<file path="src/logic/axi_mem_pkg.sv">
package axi_mem_pkg;

    // Bus widths
    localparam int ADDR_W = 32;
    localparam int DATA_W = 64;
    localparam int STRB_W = DATA_W / 8;
    localparam int RESP_W = 2;

    // SRAM geometry, 64-bit words
    localparam int MEM_WORDS = 256;
    localparam int MEM_IDX_W = $clog2(MEM_WORDS);
    localparam int WORD_LSB = $clog2(STRB_W);

    // Address step between the two beats of a burst
    localparam logic [ADDR_W-1:0] BEAT_BYTES = ADDR_W'(STRB_W);

    // Response codes
    localparam logic [RESP_W-1:0] RESP_OKAY = 2'd0;
    localparam logic [RESP_W-1:0] RESP_SLVERR = 2'd2;

    // Owner of the shared read channel
    typedef enum logic [1:0] {
        GRANT_NONE = 2'd0,
        GRANT_IFU = 2'd1,
        GRANT_LSU = 2'd2
    } rd_grant_e;

endpackage

</file>
<file path="src/logic/axi_rd_if.sv">
`timescale 1ns/1ps

interface axi_rd_if;

    // Read address channel
    logic ar_valid;
    logic ar_ready;
    logic [axi_mem_pkg::ADDR_W-1:0] ar_addr;
    // 0 is one beat, 1 is two beats
    logic ar_len;

    // Read data channel
    logic r_valid;
    logic r_ready;
    logic [axi_mem_pkg::RESP_W-1:0] r_resp;
    logic [axi_mem_pkg::DATA_W-1:0] r_data;

    modport master (
        output ar_valid,
        output ar_addr,
        output ar_len,
        output r_ready,
        input ar_ready,
        input r_valid,
        input r_resp,
        input r_data
    );

    modport slave (
        input ar_valid,
        input ar_addr,
        input ar_len,
        input r_ready,
        output ar_ready,
        output r_valid,
        output r_resp,
        output r_data
    );

endinterface

</file>
<file path="src/logic/axi_rd_arbiter.sv">
`timescale 1ns/1ps

module axi_rd_arbiter (
    input logic clk,
    input logic rst,
    axi_rd_if.slave ifu_i,
    axi_rd_if.slave lsu_i,
    axi_rd_if.master mem_o
);

    axi_mem_pkg::rd_grant_e grant_q;
    axi_mem_pkg::rd_grant_e grant_d;
    logic beat_q;
    logic ifu_sel;
    logic lsu_sel;
    logic ar_xfer;
    logic r_xfer;
    logic last_beat;

    assign ifu_sel = (grant_q == axi_mem_pkg::GRANT_IFU);
    assign lsu_sel = (grant_q == axi_mem_pkg::GRANT_LSU);

    // Granted requester onto the memory channel
    assign mem_o.ar_valid = ifu_sel ? ifu_i.ar_valid : (lsu_sel ? lsu_i.ar_valid : 1'b0);
    assign mem_o.ar_addr = ifu_sel ? ifu_i.ar_addr : (lsu_sel ? lsu_i.ar_addr : '0);
    assign mem_o.ar_len = ifu_sel ? ifu_i.ar_len : (lsu_sel ? lsu_i.ar_len : 1'b0);
    assign mem_o.r_ready = ifu_sel ? ifu_i.r_ready : (lsu_sel ? lsu_i.r_ready : 1'b0);

    // Ungranted side sees a silent channel
    assign ifu_i.ar_ready = ifu_sel ? mem_o.ar_ready : 1'b0;
    assign ifu_i.r_valid = ifu_sel ? mem_o.r_valid : 1'b0;
    assign ifu_i.r_resp = ifu_sel ? mem_o.r_resp : '0;
    assign ifu_i.r_data = ifu_sel ? mem_o.r_data : '0;

    assign lsu_i.ar_ready = lsu_sel ? mem_o.ar_ready : 1'b0;
    assign lsu_i.r_valid = lsu_sel ? mem_o.r_valid : 1'b0;
    assign lsu_i.r_resp = lsu_sel ? mem_o.r_resp : '0;
    assign lsu_i.r_data = lsu_sel ? mem_o.r_data : '0;

    assign ar_xfer = mem_o.ar_valid && mem_o.ar_ready;
    assign r_xfer = mem_o.r_valid && mem_o.r_ready;
    assign last_beat = r_xfer && (beat_q == 1'b0);

    // IFU wins from idle, handoff at burst end
    always_comb begin
        grant_d = grant_q;
        case (grant_q)
            axi_mem_pkg::GRANT_NONE: begin
                if (ifu_i.ar_valid) begin
                    grant_d = axi_mem_pkg::GRANT_IFU;
                end else if (lsu_i.ar_valid) begin
                    grant_d = axi_mem_pkg::GRANT_LSU;
                end
            end
            axi_mem_pkg::GRANT_IFU: begin
                if (last_beat) begin
                    grant_d = lsu_i.ar_valid ? axi_mem_pkg::GRANT_LSU
                                             : axi_mem_pkg::GRANT_NONE;
                end
            end
            axi_mem_pkg::GRANT_LSU: begin
                if (last_beat) begin
                    grant_d = ifu_i.ar_valid ? axi_mem_pkg::GRANT_IFU
                                             : axi_mem_pkg::GRANT_NONE;
                end
            end
            default: begin
                grant_d = axi_mem_pkg::GRANT_NONE;
            end
        endcase
    end

    always_ff @(posedge clk) begin
        if (rst) begin
            grant_q <= axi_mem_pkg::GRANT_NONE;
        end else begin
            grant_q <= grant_d;
        end
    end

    // Beats left after the current one
    always_ff @(posedge clk) begin
        if (rst) begin
            beat_q <= 1'b0;
        end else if (ar_xfer) begin
            beat_q <= mem_o.ar_len;
        end else if (r_xfer && beat_q) begin
            beat_q <= beat_q - 1'b1;
        end
    end

    a_grant_legal: assert property (
        @(posedge clk) disable iff (rst)
        grant_q inside {axi_mem_pkg::GRANT_NONE, axi_mem_pkg::GRANT_IFU,
                        axi_mem_pkg::GRANT_LSU}
    );

    a_no_req_when_idle: assert property (
        @(posedge clk) disable iff (rst)
        (grant_q == axi_mem_pkg::GRANT_NONE) |-> !mem_o.ar_valid
    );

    // Grant is held for the whole burst
    a_grant_held: assert property (
        @(posedge clk) disable iff (rst)
        (grant_q != axi_mem_pkg::GRANT_NONE && !last_beat) |=> $stable(grant_q)
    );

endmodule

</file>
<file path="src/flat_wrapper.sv">
// flat-port wrapper written by rule: the top's interface ports become plain ports
module axi_rd_arbiter_flat 
  (clk, rst, ifu_i_ar_valid, ifu_i_ar_addr, ifu_i_ar_len, ifu_i_r_ready, ifu_i_ar_ready, ifu_i_r_valid, ifu_i_r_resp, ifu_i_r_data, lsu_i_ar_valid, lsu_i_ar_addr, lsu_i_ar_len, lsu_i_r_ready, lsu_i_ar_ready, lsu_i_r_valid, lsu_i_r_resp, lsu_i_r_data, mem_o_ar_valid, mem_o_ar_addr, mem_o_ar_len, mem_o_r_ready, mem_o_ar_ready, mem_o_r_valid, mem_o_r_resp, mem_o_r_data);
  axi_rd_if ifu_i_i ();
  axi_rd_if lsu_i_i ();
  axi_rd_if mem_o_i ();
  input logic clk;
  input logic rst;
  input wire logic [$bits(ifu_i_i.ar_valid)-1:0] ifu_i_ar_valid;
  input wire logic [$bits(ifu_i_i.ar_addr)-1:0] ifu_i_ar_addr;
  input wire logic [$bits(ifu_i_i.ar_len)-1:0] ifu_i_ar_len;
  input wire logic [$bits(ifu_i_i.r_ready)-1:0] ifu_i_r_ready;
  output wire logic [$bits(ifu_i_i.ar_ready)-1:0] ifu_i_ar_ready;
  output wire logic [$bits(ifu_i_i.r_valid)-1:0] ifu_i_r_valid;
  output wire logic [$bits(ifu_i_i.r_resp)-1:0] ifu_i_r_resp;
  output wire logic [$bits(ifu_i_i.r_data)-1:0] ifu_i_r_data;
  input wire logic [$bits(lsu_i_i.ar_valid)-1:0] lsu_i_ar_valid;
  input wire logic [$bits(lsu_i_i.ar_addr)-1:0] lsu_i_ar_addr;
  input wire logic [$bits(lsu_i_i.ar_len)-1:0] lsu_i_ar_len;
  input wire logic [$bits(lsu_i_i.r_ready)-1:0] lsu_i_r_ready;
  output wire logic [$bits(lsu_i_i.ar_ready)-1:0] lsu_i_ar_ready;
  output wire logic [$bits(lsu_i_i.r_valid)-1:0] lsu_i_r_valid;
  output wire logic [$bits(lsu_i_i.r_resp)-1:0] lsu_i_r_resp;
  output wire logic [$bits(lsu_i_i.r_data)-1:0] lsu_i_r_data;
  output wire logic [$bits(mem_o_i.ar_valid)-1:0] mem_o_ar_valid;
  output wire logic [$bits(mem_o_i.ar_addr)-1:0] mem_o_ar_addr;
  output wire logic [$bits(mem_o_i.ar_len)-1:0] mem_o_ar_len;
  output wire logic [$bits(mem_o_i.r_ready)-1:0] mem_o_r_ready;
  input wire logic [$bits(mem_o_i.ar_ready)-1:0] mem_o_ar_ready;
  input wire logic [$bits(mem_o_i.r_valid)-1:0] mem_o_r_valid;
  input wire logic [$bits(mem_o_i.r_resp)-1:0] mem_o_r_resp;
  input wire logic [$bits(mem_o_i.r_data)-1:0] mem_o_r_data;
  assign ifu_i_i.ar_valid = ifu_i_ar_valid;
  assign ifu_i_i.ar_addr = ifu_i_ar_addr;
  assign ifu_i_i.ar_len = ifu_i_ar_len;
  assign ifu_i_i.r_ready = ifu_i_r_ready;
  assign ifu_i_ar_ready = ifu_i_i.ar_ready;
  assign ifu_i_r_valid = ifu_i_i.r_valid;
  assign ifu_i_r_resp = ifu_i_i.r_resp;
  assign ifu_i_r_data = ifu_i_i.r_data;
  assign lsu_i_i.ar_valid = lsu_i_ar_valid;
  assign lsu_i_i.ar_addr = lsu_i_ar_addr;
  assign lsu_i_i.ar_len = lsu_i_ar_len;
  assign lsu_i_i.r_ready = lsu_i_r_ready;
  assign lsu_i_ar_ready = lsu_i_i.ar_ready;
  assign lsu_i_r_valid = lsu_i_i.r_valid;
  assign lsu_i_r_resp = lsu_i_i.r_resp;
  assign lsu_i_r_data = lsu_i_i.r_data;
  assign mem_o_ar_valid = mem_o_i.ar_valid;
  assign mem_o_ar_addr = mem_o_i.ar_addr;
  assign mem_o_ar_len = mem_o_i.ar_len;
  assign mem_o_r_ready = mem_o_i.r_ready;
  assign mem_o_i.ar_ready = mem_o_ar_ready;
  assign mem_o_i.r_valid = mem_o_r_valid;
  assign mem_o_i.r_resp = mem_o_r_resp;
  assign mem_o_i.r_data = mem_o_r_data;
  axi_rd_arbiter u_core (.clk(clk), .rst(rst), .ifu_i(ifu_i_i), .lsu_i(lsu_i_i), .mem_o(mem_o_i));
endmodule
</file>
<file path="config.mk">
export PLATFORM = sky130hd
export DESIGN_NAME = axi_rd_arbiter_flat
export DESIGN_NICKNAME = d
export VERILOG_FILES = /design/src/logic/axi_mem_pkg.sv /design/src/logic/axi_rd_if.sv /design/src/logic/axi_rd_arbiter.sv /design/src/flat_wrapper.sv
export SDC_FILE = /design/constraint.sdc
export NUM_CORES = 1
export LEC_CHECK = 0
export BUFFER_PORTS_ARGS = -buffer_cell sky130_fd_sc_hd__buf_4
export CAP_MARGIN = 0
export CORE_AREA = 2 2 120 122
export DETAILED_ROUTE_END_ITERATION = 12
export DIE_AREA = 0 0 122 124
export PLACE_DENSITY = 0.4
export SETUP_SLACK_MARGIN = 0.02
export SYNTH_ARGS = -nofsm -noshare
export SYNTH_HDL_FRONTEND = slang
export SYNTH_SLANG_ARGS = --single-unit
</file>
<file path="constraint.sdc">
create_clock -name clk -period 1.9 [get_ports clk]
set_clock_uncertainty 0.2 [all_clocks]
set_input_delay 0.285 -clock clk [delete_from_list [all_inputs] [get_ports clk]]
set_output_delay 0.285 -clock clk [all_outputs]
set_load 0.02 [all_outputs]
</file>
Word-level counts from Yosys, hierarchy flattened
Cells that the tools add are included.

operators by class
  add/sub/neg operators = 1
  bitwise logic cells = 1
  reduce and logical (&&, ||, !) cells = 7
  multiplexer cells = 25
  eq/ne operators = 5

operators with widths
  operator                                        count
  two-way mux 64 bit                              2
  two-way mux 32 bit                              2
  two-way mux 2 bit                               7
  two-way mux 1 bit                               13
  case mux 2 bit (3 select lines)                 1
  logical AND 1 bit                               4
  inequality test 2 bit (second input constant)   2
  inequality test 3 bit (second input constant)   1
  AND reduction 3 bit                             1
  == test 2 x 1 -> 1 bit (second input constant)  1
  == test 2 bit (second input constant)           1
  logical NOT 2 bit                               1
  nonzero test 2 bit                              1
  inverter 1 bit                                  1
  subtractor 1 bit (second input constant)        1

storage, ports and cells
  bits in registers = 3
  bits of input ports = 140
  word-level logic and storage cells = 41

Logic depth before layout (Yosys ltp)
Gate-level depths: netlist of run 1.

  word-level depth = 7
  depth in mapped cells = 5
  mapped depth without buffers = 3

Worst setup path after synthesis of run 1
No wires, ideal clock.

  path type = register to output
  start point = register u_core.grant_q[0]
  end point = output mem_o_ar_addr[0]
  slack = 0.224 ns
  arrival time = 1.191 ns
  cell stages (with the launch flop) = 6
  data required time = 1.415 ns
  buffers on the path = 3
  path through = dfxtp_1 -> nor2b_1 -> buf_2 -> buf_4 -> buf_2 -> a22o_1

between the ends
  longest elaborated chain between the ends = 3
  elaborated cells between the ends (all ways) = 4
  classes of those cells = eq/ne (2); mux (2)

ends and longest elaborated chain
  item                    line                  text
  start, declared         axi_rd_arbiter.sv:11  axi_mem_pkg::rd_grant_e grant_q;
  start signal, assigned  axi_rd_arbiter.sv:75  grant_q <= axi_mem_pkg::GRANT_NONE;
  start signal, assigned  axi_rd_arbiter.sv:77  grant_q <= grant_d;
  == test 2 bit           axi_rd_arbiter.sv:21  assign lsu_sel = (grant_q == axi_mem_pkg::GRANT_LSU);
  two-way mux 32 bit      axi_rd_arbiter.sv:25  assign mem_o.ar_addr = ifu_sel ? ifu_i.ar_addr : (lsu_sel ? lsu_i.ar_addr : '0);
  two-way mux 32 bit (*)  axi_rd_arbiter.sv:25
  end, declared           flat_wrapper.sv:26    output wire logic [$bits(mem_o_i.ar_addr)-1:0] mem_o_ar_addr;

Mark *: on every way between the ends. The rest lies on a longest branch, timed or not.

Worst setup path in the final report of run 1
  start point = register u_core.grant_q[1]
  end point = output mem_o_ar_addr[10]

The elaborated chain is that of the path after synthesis.

==> metrics.yaml, run 1 <==
cts:
  cts_buffers: 3
  tritoncts: "built"
  clock_sinks: 3
  clock_insertion_delay_worst_skew_ps: 220
  cts-htree-levels: 1
  cts.reportedPaths.clkPinSlew_ps: 30
  cts.root.buffer_cell: "sky130_fd_sc_hd__clkbuf_16"
  ctsLongestPathBuffers: 2
  holdBufCountCts: 0
global_route:
  met3_usage_pct: 2.52
  grt_pass1_wl_um: 13300
  grt.met2_usage_pct: 21.1
  pin_count_of_the_biggest_net_entering_global_routing: 54
  grt.met1_usage_pct: 13.3
  grt.overflow.total: 0
  vias_in_the_first_global_route: 2407
  grt_most_used_layer: "met2"
  grt.total_usage_pct: 11.4
  antenna_violations_before_repair: 0
run_status:
  outcome: "finished, violations left"
  violations: "setup timing"
setup_path:
  start_kind: "flip-flop"
  reg2reg_to: "u_core.beat_q"
  worstPathMaxFanout: 13
  reg2regPathDepth: 6
  worst-setup-path-type: "reg2out"
  critPathCaptureType: "primary output"
  arrival_ps: 1430
  r2r_setup_slack_ps: 260
  r2r-start: "u_core.grant_q[1]"
  worst-endpoint-required_ps: 1410
final_layout:
  area_taken_by_flip_flops_and_latches_um2: 67.6
  synthToLayoutAreaGrowth_pct: 244
  drive_above_1_share_pct: 76.5
  antenna_cells_inserted: 0
  multi_input_area_mm2: 0.00149
  fin_nets: 677
  fin_util_pct: 37.4
  filler_cell_count: 1449
sta:
  fmax_mhz: 522
  setup_slack_ps: -15.7
  timing.setup.tns_ps: -127
  finalHoldViolCount: 0
  fin_crit_ps: 1920
  grt_setup_unrepaired: "yes"
  min_period_over_period_pct: 101
  tightest_slew_ps: 302
  timing.final.max_slew_violations: 0
  setup_viol: 13
  worst_slew_margin_rel_pct: 79.7
route:
  drtIter0Drc: 72
  drtAntennaViolNets: 0
  drt_drc_violations_left: 0
  first_pass_iters: 4
  postRouteWirelength_um: 12200
  via_count: 2830
  average_wire_per_cell_in_the_routed_design_um: 17.0
  vias_per_cell: 3.95
power:
  netSwitchingFraction_pct: 38.8
  power.density_mw_per_mm2: 408
  irDropWorstVdd_v: 0.000149
  leakage_nw: 2.66
  p_comb_share_pct: 80.5
  share_clk_of_total_power_pct: 15.9
  p_total_mw: 2.10
  p_int_mw: 1.28
  switchingPower_uw: 813
  seqPwrFrac_pct: 3.6
synth:
  netlist_area_mm2: 0.00149
  leading_cell_types_by_total_area_after_synthesis: "sky130_fd_sc_hd__and2_1, sky130_fd_sc_hd__a22o_1, sky130_fd_sc_hd__buf_2, sky130_fd_sc_hd__dfxtp_1, sky130_fd_sc_hd__nand3b_1"
  synth.ff_latch_count: 3
  yosysSeqAreaShare_pct: 4.03
  netlist_instances: 219
  yosys_warnings: 0
  postSynthNetCount: 359
  synth.avg_cell_area_um2: 6.81
  synth_top_cell_area_share_pct: 57.9
  yosysUniqueCellTypes: 21
  cell_type_contributing_the_most_total_cell_area_after_synthesis: "sky130_fd_sc_hd__and2_1"
worst_hold_path:
  hold_start: "rst"
  holdCritPathClass: "in2reg"
  worst_hold_path.endpoint: "u_core.grant_q[0]"
  min_path_cells: 2
die:
  i_o_pin_count: 311
  core.rowCount: 43
  floorplan.die_area_mm2: 0.0151
  floorplan.die.width_um: 122
  floorplan.initialDensity_pct: 10.9
  die_y_um: 124
  coreArea_mm2: 0.0137
job:
  drv_cap: 0
place:
  place_congestion: 0.775
  hpwl_um: 8090
  port_buffer_count: 310
## power by group through the flow
stage          clock [mW]  combinational [mW]  sequential (mW)
2_1_floorplan           0               0.601           0.0725
3_3_place_gp            0                1.26           0.0759
3_5_place_dp            0                1.26           0.0763
4_1_cts             0.340                1.33           0.0756
5_1_grt             0.347                1.78           0.0770
6_report            0.333                1.69           0.0761
## Yosys cell counts (all sizes together)
cell    number
and2       138
a22o        33
buf         18
clkbuf       6
nand3b       6
dfxtp        3
a22oi        2
nand2        2
nand2b       2
nor2b        2
a21boi       1
a21o         1
a21oi        1
a221o        1
a221oi       1
inv          1
o32ai        1
## placed cells by master (no fill, tap or decap), types with 2 or more instances in the layout
cell / netlist / final
sky130_fd_sc_hd__and2_4: 0 / 63
sky130_fd_sc_hd__buf_4: 1 / 195
sky130_fd_sc_hd__buf_6: 1 / 124
sky130_fd_sc_hd__buf_8: 0 / 2
sky130_fd_sc_hd__buf_12: 0 / 5
sky130_fd_sc_hd__and2_1: 138 / 75
sky130_fd_sc_hd__a22o_1: 33 / 32
sky130_fd_sc_hd__dfxtp_4: 0 / 2
sky130_fd_sc_hd__nand2_1: 2 / 2
sky130_fd_sc_hd__nand3b_1: 6 / 6
sky130_fd_sc_hd__buf_16: 0 / 3
sky130_fd_sc_hd__nand2b_1: 2 / 2
sky130_fd_sc_hd__clkbuf_16: 0 / 11
sky130_fd_sc_hd__nor2b_4: 0 / 2
## per-stage QoR
step	cells	instance area (um^2)	hold slack [ps]	setup slack [ps]
5_1_grt	716	5130	56.9	-73.7
2_1_floorplan	219	1490	154	224
6_report	716	5130	47.6	-15.7
3_5_place_dp	690	4010	290	92.2
3_3_place_gp	690	4010	289	104
4_1_cts	700	4230	45.5	-34.7
## worst max-delay path, stage by stage, from the launching register on
cell	delay, ps
sky130_fd_sc_hd__dfxtp_4	380
sky130_fd_sc_hd__nor2b_4	210
sky130_fd_sc_hd__buf_12	170
sky130_fd_sc_hd__clkbuf_16	180
sky130_fd_sc_hd__a22o_1	160
sky130_fd_sc_hd__buf_6	120
## per-layer routing
metal | vias to the layer above | routed length [um]
met5 | - | 0
met4 | 0 | 96
met3 | 4 | 951
met2 | 162 | 6400
met1 | 1299 | 4730
li1 | 1365 | -
## what timing repair did
| action | CTS | global route |
|---|---|---|
| pin swaps | 0 | 50 |
| cloned | 3 | 12 |
| setup buffers | 3 | 4 |
| setup endpoints to repair | 170 | 152 |
| gates resized for setup | 11 | 187 |
## cell families (layout without fill, tap and decap cells)
kind of cell	after synthesis	after routing	synth area share [%]
AO/OA/AOI/OAI	41	41	24.4
AND/OR/NAND/NOR	150	150	63.1
flip-flops	3	3	4.03
buffers and inverters	25	342	8.47
## area by class of cell
class	count	share of cell area, %
clock buffers	4	1.54
well taps	180	4.39
repair buffers	337	63.7
multi-input cells	191	28.9
inverters	1	0.0731
flip-flops and latches	3	1.32
## worst max-delay path by stage
| stage | startpoint | to | slack (ps) | cells past startpoint |
|---|---|---|---|---|
| detailed placement | u_core.grant_q[1] | mem_o_ar_addr[22] | 90 | 4 |
| finish | u_core.grant_q[1] | mem_o_ar_addr[10] | -20 | 5 |
| global route | u_core.grant_q[0] | mem_o_ar_addr[17] | -70 | 5 |
| global placement | u_core.grant_q[1] | mem_o_ar_addr[22] | 100 | 4 |
| floorplan | u_core.grant_q[0] | mem_o_ar_addr[0] | 220 | 5 |
| CTS | u_core.grant_q[0] | mem_o_ar_addr[22] | -30 | 5 |
## flip-flops by register name (all words and copies together), names as in the netlist
| register | flops |
|---|---|
| u_core.grant_q | 2 |
| u_core.beat_q | 1 |
No activity file was read; power rests on OpenSTA's default activity.
==> inputs of run 2 (changes only) <==
clock period = 2.1 ns   (was 1.9 ns; I/O delays follow)
==> run 2 against run 1 <==
Compared with the run above:
- register-to-register slack improved by 310 ps
- die area did not move
- highest routed layer unchanged
- sequential power is 8.8% lower
- largest cell class unchanged
- the run now ends clean
- utilization shrank 6.9 points
- cell count decreased by 2.4%
- first-iteration DRC count fell by 8.3%
- combinational power shrank 31%
- critical path depth down 1
- clock power shrank 9.6%
==> metrics.yaml, run 2 (synthesis gave the netlist of run 1 again) <==
final_layout:
  antenna_cells_inserted: 0
  most_common_cell_after_layout_fill_and_taps_aside: "sky130_fd_sc_hd__buf_4"
  multi_input_area_mm2: 0.00132
  top_registers: "u_core.grant_q: 2 flops, u_core.beat_q: 1 flops"
  drive_above_1_share_pct: 63.4
  summed_area_of_non_filler_cells_in_the_final_layout_mm2: 0.00419
  fin_nets: 660
  filler_cell_count: 1517
  area_taken_by_flip_flops_and_latches_um2: 62.6
  finish.cell_count_without_fillers: 699
  registers.top_by_ff_count: "u_core.grant_q"
  synthToLayoutAreaGrowth_pct: 181
  largest_reg_flops: 2
  layout_common_cells: "sky130_fd_sc_hd__buf_4, sky130_fd_sc_hd__and2_1, sky130_fd_sc_hd__a22o_1"
power:
  switchingPower_uw: 633
  leakage_nw: 2.31
  p_comb_share_pct: 76.0
  p_int_uw: 911
  seqPwrFrac_pct: 4.5
  power.density_mw_per_mm2: 369
  irDropWorstVdd_v: 0.000134
  p_total_mw: 1.54
  share_clk_of_total_power_pct: 19.5
  netSwitchingFraction_pct: 41.0
global_route:
  vias_in_the_first_global_route: 2333
  antenna_violations_before_repair: 0
  grt.total_usage_pct: 10.6
  pin_count_of_the_biggest_net_entering_global_routing: 59
  grt_pass1_wl_um: 12600
  grt.overflow.total: 0
cts:
  cts.reportedPaths.clkPinSlew_ps: 30
  cts_buffers: 3
  ctsLongestPathBuffers: 2
  clock_insertion_delay_worst_skew_ps: 220
  clock_sinks: 3
  tritoncts: "built"
  cts-htree-levels: 1
  cts.root.buffer_cell: "sky130_fd_sc_hd__clkbuf_16"
  holdBufCountCts: 0
sta:
  timing.setup.tns_ps: 0
  worst_slew_margin_rel_pct: 78.8
  grt_setup_unrepaired: "no"
  fmax_mhz: 502
  min_period_over_period_pct: 94.9
  setup_viol: 0
  fin_crit_ps: 1990
  finalHoldViolCount: 0
  timing.final.max_slew_violations: 0
  tightest_slew_ps: 315
die:
  die_y_um: 124
  core.rowCount: 43
  floorplan.die_area_mm2: 0.0151
  floorplan.die.width_um: 122
  floorplan.initialDensity_pct: 10.9
  coreArea_mm2: 0.0137
  i_o_pin_count: 311
route:
  via_count: 2662
  topRoutingLayerUsed: "met4"
  vias_per_cell: 3.81
  average_wire_per_cell_in_the_routed_design_um: 14.3
  postRouteWirelength_um: 10000
  first_pass_iters: 3
  wl_met3_um: 915
  drtAntennaViolNets: 0
  met2RoutedLength_um: 5220
  drtIter0Drc: 66
  drt_drc_violations_left: 0
  drt-met1-wl_um: 3790
setup_path:
  critPathCaptureType: "primary output"
  worst-endpoint-required_ps: 1580
  start_kind: "flip-flop"
  crit_slowest_cell: "sky130_fd_sc_hd__dfxtp_2"
  slowest_delay_ps: 390
  r2r-start: "u_core.grant_q[1]"
  worst-path-stages: 4
  r2r_setup_slack_ps: 570
  timing.critical_path.to: "mem_o_ar_addr[22]"
  critical_path.cell_chain: "nor2b_4 -> buf_12 -> a22o_1 -> buf_4"
  timing.critical_path.from: "u_core.grant_q[1]"
  arrival_ps: 1480
  reg2reg_to: "u_core.beat_q"
  worst-setup-path-type: "reg2out"
  reg2regPathDepth: 4
  worstPathMaxFanout: 53
  path_delay_family: "flip-flops"
  worstPathBufferInverterCount: 2
worst_hold_path:
  hold_start: "rst"
  holdCritPathClass: "in2reg"
place:
  placed_cells_incl_taps: 690
  hpwl_um: 8090
  placed_area_mm2: 0.00401
  port_buffer_count: 310
  place_congestion: 0.775
job:
  drv_cap: 0
run_status:
  outcome: "complete, no violations"
==> run 2: changes by cell type in the layout (fill, tap and decap cells not counted), sizes merged <==
cell / change
clkbuf: -6
buf: -11
==> run 2: timing repair <==
item | CTS | global route
gates resized for setup | 1 | 1
gates cloned | 0 | 2
setup endpoints to repair | 1 | 9
endpoints found under the hold margin | 0 | 0
setup buffers | 0 | 3
==> run 2: worst min-delay path by stage <==
stage / slack, ps / depth (start not counted) / to
global placement: 320 / 2 / u_core.grant_q[0]
detailed placement: 320 / 2 / u_core.grant_q[0]
finish: 80 / 2 / u_core.grant_q[0]
floorplan: 180 / 1 / u_core.grant_q[0]
CTS: 80 / 2 / u_core.grant_q[0]
global route: 90 / 2 / u_core.grant_q[0]
==> run 2: through the flow <==
stage | util [%] | setup slack [ps] | hold slack (ps)
2_1_floorplan | - | 394 | 184
3_3_place_gp | 29.2 | 274 | 319
3_5_place_dp | 29.2 | 262 | 320
4_1_cts | 29.8 | 78.2 | 84.9
5_1_grt | 30.5 | 36.1 | 88.7
6_report | 30.5 | 107 | 81.9
==> run 2: per-layer routing <==
| layer | vias up | global-route usage (%) |
|---|---|---|
| met4 | 0 | 3.16 |
| met3 | 4 | 2.52 |
| li1 | 1326 | - |
| met5 | - | 0 |
| met2 | 156 | 19.4 |
| met1 | 1176 | 12.3 |
==> run 2: cell type report <==
| cell class | count | share of cell area (%) |
|---|---|---|
| multi-input combinational | 191 | 31.5 |
| inverter | 1 | 0.0896 |
| timing repair buffer | 320 | 59.7 |
| sequential | 3 | 1.49 |
| tap | 180 | 5.37 |
| clock buffer | 4 | 1.88 |
==> run 2: power groups by stage <==
| stage | clock (mW) | combinational (mW) | sequential [mW] |
|---|---|---|---|
| 2_1_floorplan | 0 | 0.543 | 0.0656 |
| 3_3_place_gp | 0 | 1.14 | 0.0687 |
| 3_5_place_dp | 0 | 1.14 | 0.0690 |
| 4_1_cts | 0.307 | 1.14 | 0.0686 |
| 5_1_grt | 0.314 | 1.25 | 0.0702 |
| 6_report | 0.301 | 1.17 | 0.0694 |
==> inputs of run 3 (changes only) <==
RECOVER_POWER = 25   (was not set)
==> run 3 against run 2 <==
Compared with the run above:
- die area did not move
- cell count unchanged
- fmax rose by 0.15%
- global-route usage is the same
- hold slack is essentially flat
- sequential power about the same
- clock power barely moved
- first-iteration DRC count grew 1.5%
- critical path type unchanged
==> metrics.yaml, run 3 (synthesis gave the netlist of run 1 again) <==
sta:
  worst_slew_margin_rel_pct: 78.6
  fmax_mhz: 503
  min_period_over_period_pct: 94.8
  finalHoldViolCount: 0
  setup_viol: 0
  tightest_slew_ps: 318
  timing.final.max_slew_violations: 0
  timing.setup.tns_ps: 0
  fin_crit_ps: 1990
  setup_slack_ps: 110
  grt_setup_unrepaired: "no"
cts:
  holdBufCountCts: 0
  ctsLongestPathBuffers: 2
  tritoncts: "built"
  cts.reportedPaths.clkPinSlew_ps: 30
  clock_insertion_delay_worst_skew_ps: 220
  cts_buffers: 3
  cts.root.buffer_cell: "sky130_fd_sc_hd__clkbuf_16"
  clock_sinks: 3
  cts-htree-levels: 1
setup_path:
  arrival_ps: 1480
  slowest_delay_ps: 370
  crit_slowest_cell: "sky130_fd_sc_hd__dfxtp_2"
  critPathCaptureType: "primary output"
  r2r_setup_slack_ps: 550
  r2r-start: "u_core.grant_q[0]"
  reg2reg_to: "u_core.beat_q"
  worst-endpoint-required_ps: 1580
  worst-setup-path-type: "reg2out"
  worstPathMaxFanout: 29
  reg2regPathDepth: 5
  critical_path.cell_chain: "nor2b_4 -> clkbuf_1 -> clkbuf_16 -> and2_1 -> buf_4"
  start_kind: "flip-flop"
final_layout:
  finish.cell_count_without_fillers: 699
  top_registers: "u_core.grant_q: 2 flops, u_core.beat_q: 1 flops"
  registers.top_by_ff_count: "u_core.grant_q"
  antenna_cells_inserted: 0
  synthToLayoutAreaGrowth_pct: 177
  most_common_cell_after_layout_fill_and_taps_aside: "sky130_fd_sc_hd__buf_4"
  largest_reg_flops: 2
  fin_nets: 660
  drive_above_1_share_pct: 62.4
  fin_util_pct: 30.1
  layout_common_cells: "sky130_fd_sc_hd__buf_4, sky130_fd_sc_hd__and2_1, sky130_fd_sc_hd__a22o_1"
power:
  power.density_mw_per_mm2: 369
  p_total_mw: 1.53
  leakage_nw: 2.26
  irDropWorstVdd_v: 0.000134
run_status:
  outcome: "complete, no violations"
worst_hold_path:
  worst_hold_path.endpoint: "u_core.grant_q[0]"
  hold_start: "rst"
  min_path_cells: 2
  holdCritPathClass: "in2reg"
route:
  first_pass_iters: 4
  postRouteWirelength_um: 10000
  drtIter0Drc: 67
  average_wire_per_cell_in_the_routed_design_um: 14.4
  drt_drc_violations_left: 0
  drtAntennaViolNets: 0
  vias_per_cell: 3.80
  via_count: 2658
die:
  coreArea_mm2: 0.0137
  i_o_pin_count: 311
  die_y_um: 124
  floorplan.initialDensity_pct: 10.9
  floorplan.die.width_um: 122
  core.rowCount: 43
  floorplan.die_area_mm2: 0.0151
global_route:
  vias_in_the_first_global_route: 2333
  pin_count_of_the_biggest_net_entering_global_routing: 59
  grt_pass1_wl_um: 12600
  antenna_violations_before_repair: 0
  grt.total_usage_pct: 10.6
  grt.overflow.total: 0
place:
  place_congestion: 0.775
  dp_worst_setup_slack_ps: 262
  placed_cells_incl_taps: 690
  hpwl_um: 8090
  port_buffer_count: 310
job:
  drv_cap: 0
==> run 3: cell types whose count changed in the layout (fill, tap and decap cells not counted) <==
cell	change
sky130_fd_sc_hd__buf_6	+1
sky130_fd_sc_hd__buf_4	-17
sky130_fd_sc_hd__clkbuf_4	+1
sky130_fd_sc_hd__clkbuf_2	+11
sky130_fd_sc_hd__and2_1	-16
sky130_fd_sc_hd__clkbuf_1	+5
sky130_fd_sc_hd__and2_0	+16
sky130_fd_sc_hd__buf_12	-1
==> run 3: cell type report <==
class | instances | area, um^2
fillers | 1525 | 9580
repair buffers | 320 | 2440
multi-input cells | 191 | 1320
well taps | 180 | 225
clock buffers | 4 | 78.8
flip-flops and latches | 3 | 62.6
inverters | 1 | 3.75
==> run 3: worst max path at each step <==
| stage | from | to | slack [ps] | depth (start not counted) |
|---|---|---|---|---|
| after CTS | u_core.grant_q[0] | mem_o_ar_addr[22] | 80 | 4 |
| after detailed placement | u_core.grant_q[1] | mem_o_ar_addr[22] | 260 | 4 |
| after global routing | u_core.grant_q[0] | ifu_i_r_data[54] | 30 | 5 |
| after global placement | u_core.grant_q[1] | mem_o_ar_addr[22] | 270 | 4 |
| after floorplan | u_core.grant_q[0] | mem_o_ar_addr[0] | 390 | 5 |
| final | u_core.grant_q[0] | ifu_i_r_data[30] | 110 | 5 |
==> run 3: power by group <==
part	leakage, nW	internal [mW]	total (mW)	switching [mW]
clock network	0.0382	0.250	0.301	0.0506
logic	2.20	0.581	1.16	0.575
registers	0.0253	0.0622	0.0695	0.00722
==> run 3: layer usage <==
| layer | global-route usage (%) | vias up | wire length, um |
|---|---|---|---|
| met5 | 0 | - | 0 |
| met4 | 3.16 | 0 | 96 |
| met3 | 2.52 | 4 | 949 |
| met2 | 19.4 | 156 | 5260 |
| met1 | 12.3 | 1175 | 3740 |
| li1 | - | 1323 | - |
==> run 3: what timing repair did <==
action / 4_1_cts / 5_1_grt
gates cloned: 0 / 2
endpoints found under the setup margin: 1 / 9
gates resized for setup: 1 / 1
buffers inserted: 0 / 3
pin swaps: 0 / 0
==> run 3: worst max-delay path: cells and delay by family, from the launching register on <==
family,cells,cell delay [ps]
flip-flops,1,370
AND/OR/NAND/NOR,2,330
buffers and inverters,3,540
==> run 3: through the flow <==
step,area [um^2],hold WS [ps]
after floorplan,1490,184
after global placement,4010,319
after detailed placement,4010,320
after CTS,4090,84.9
after global routing,4140,88.7
final,4140,82.0
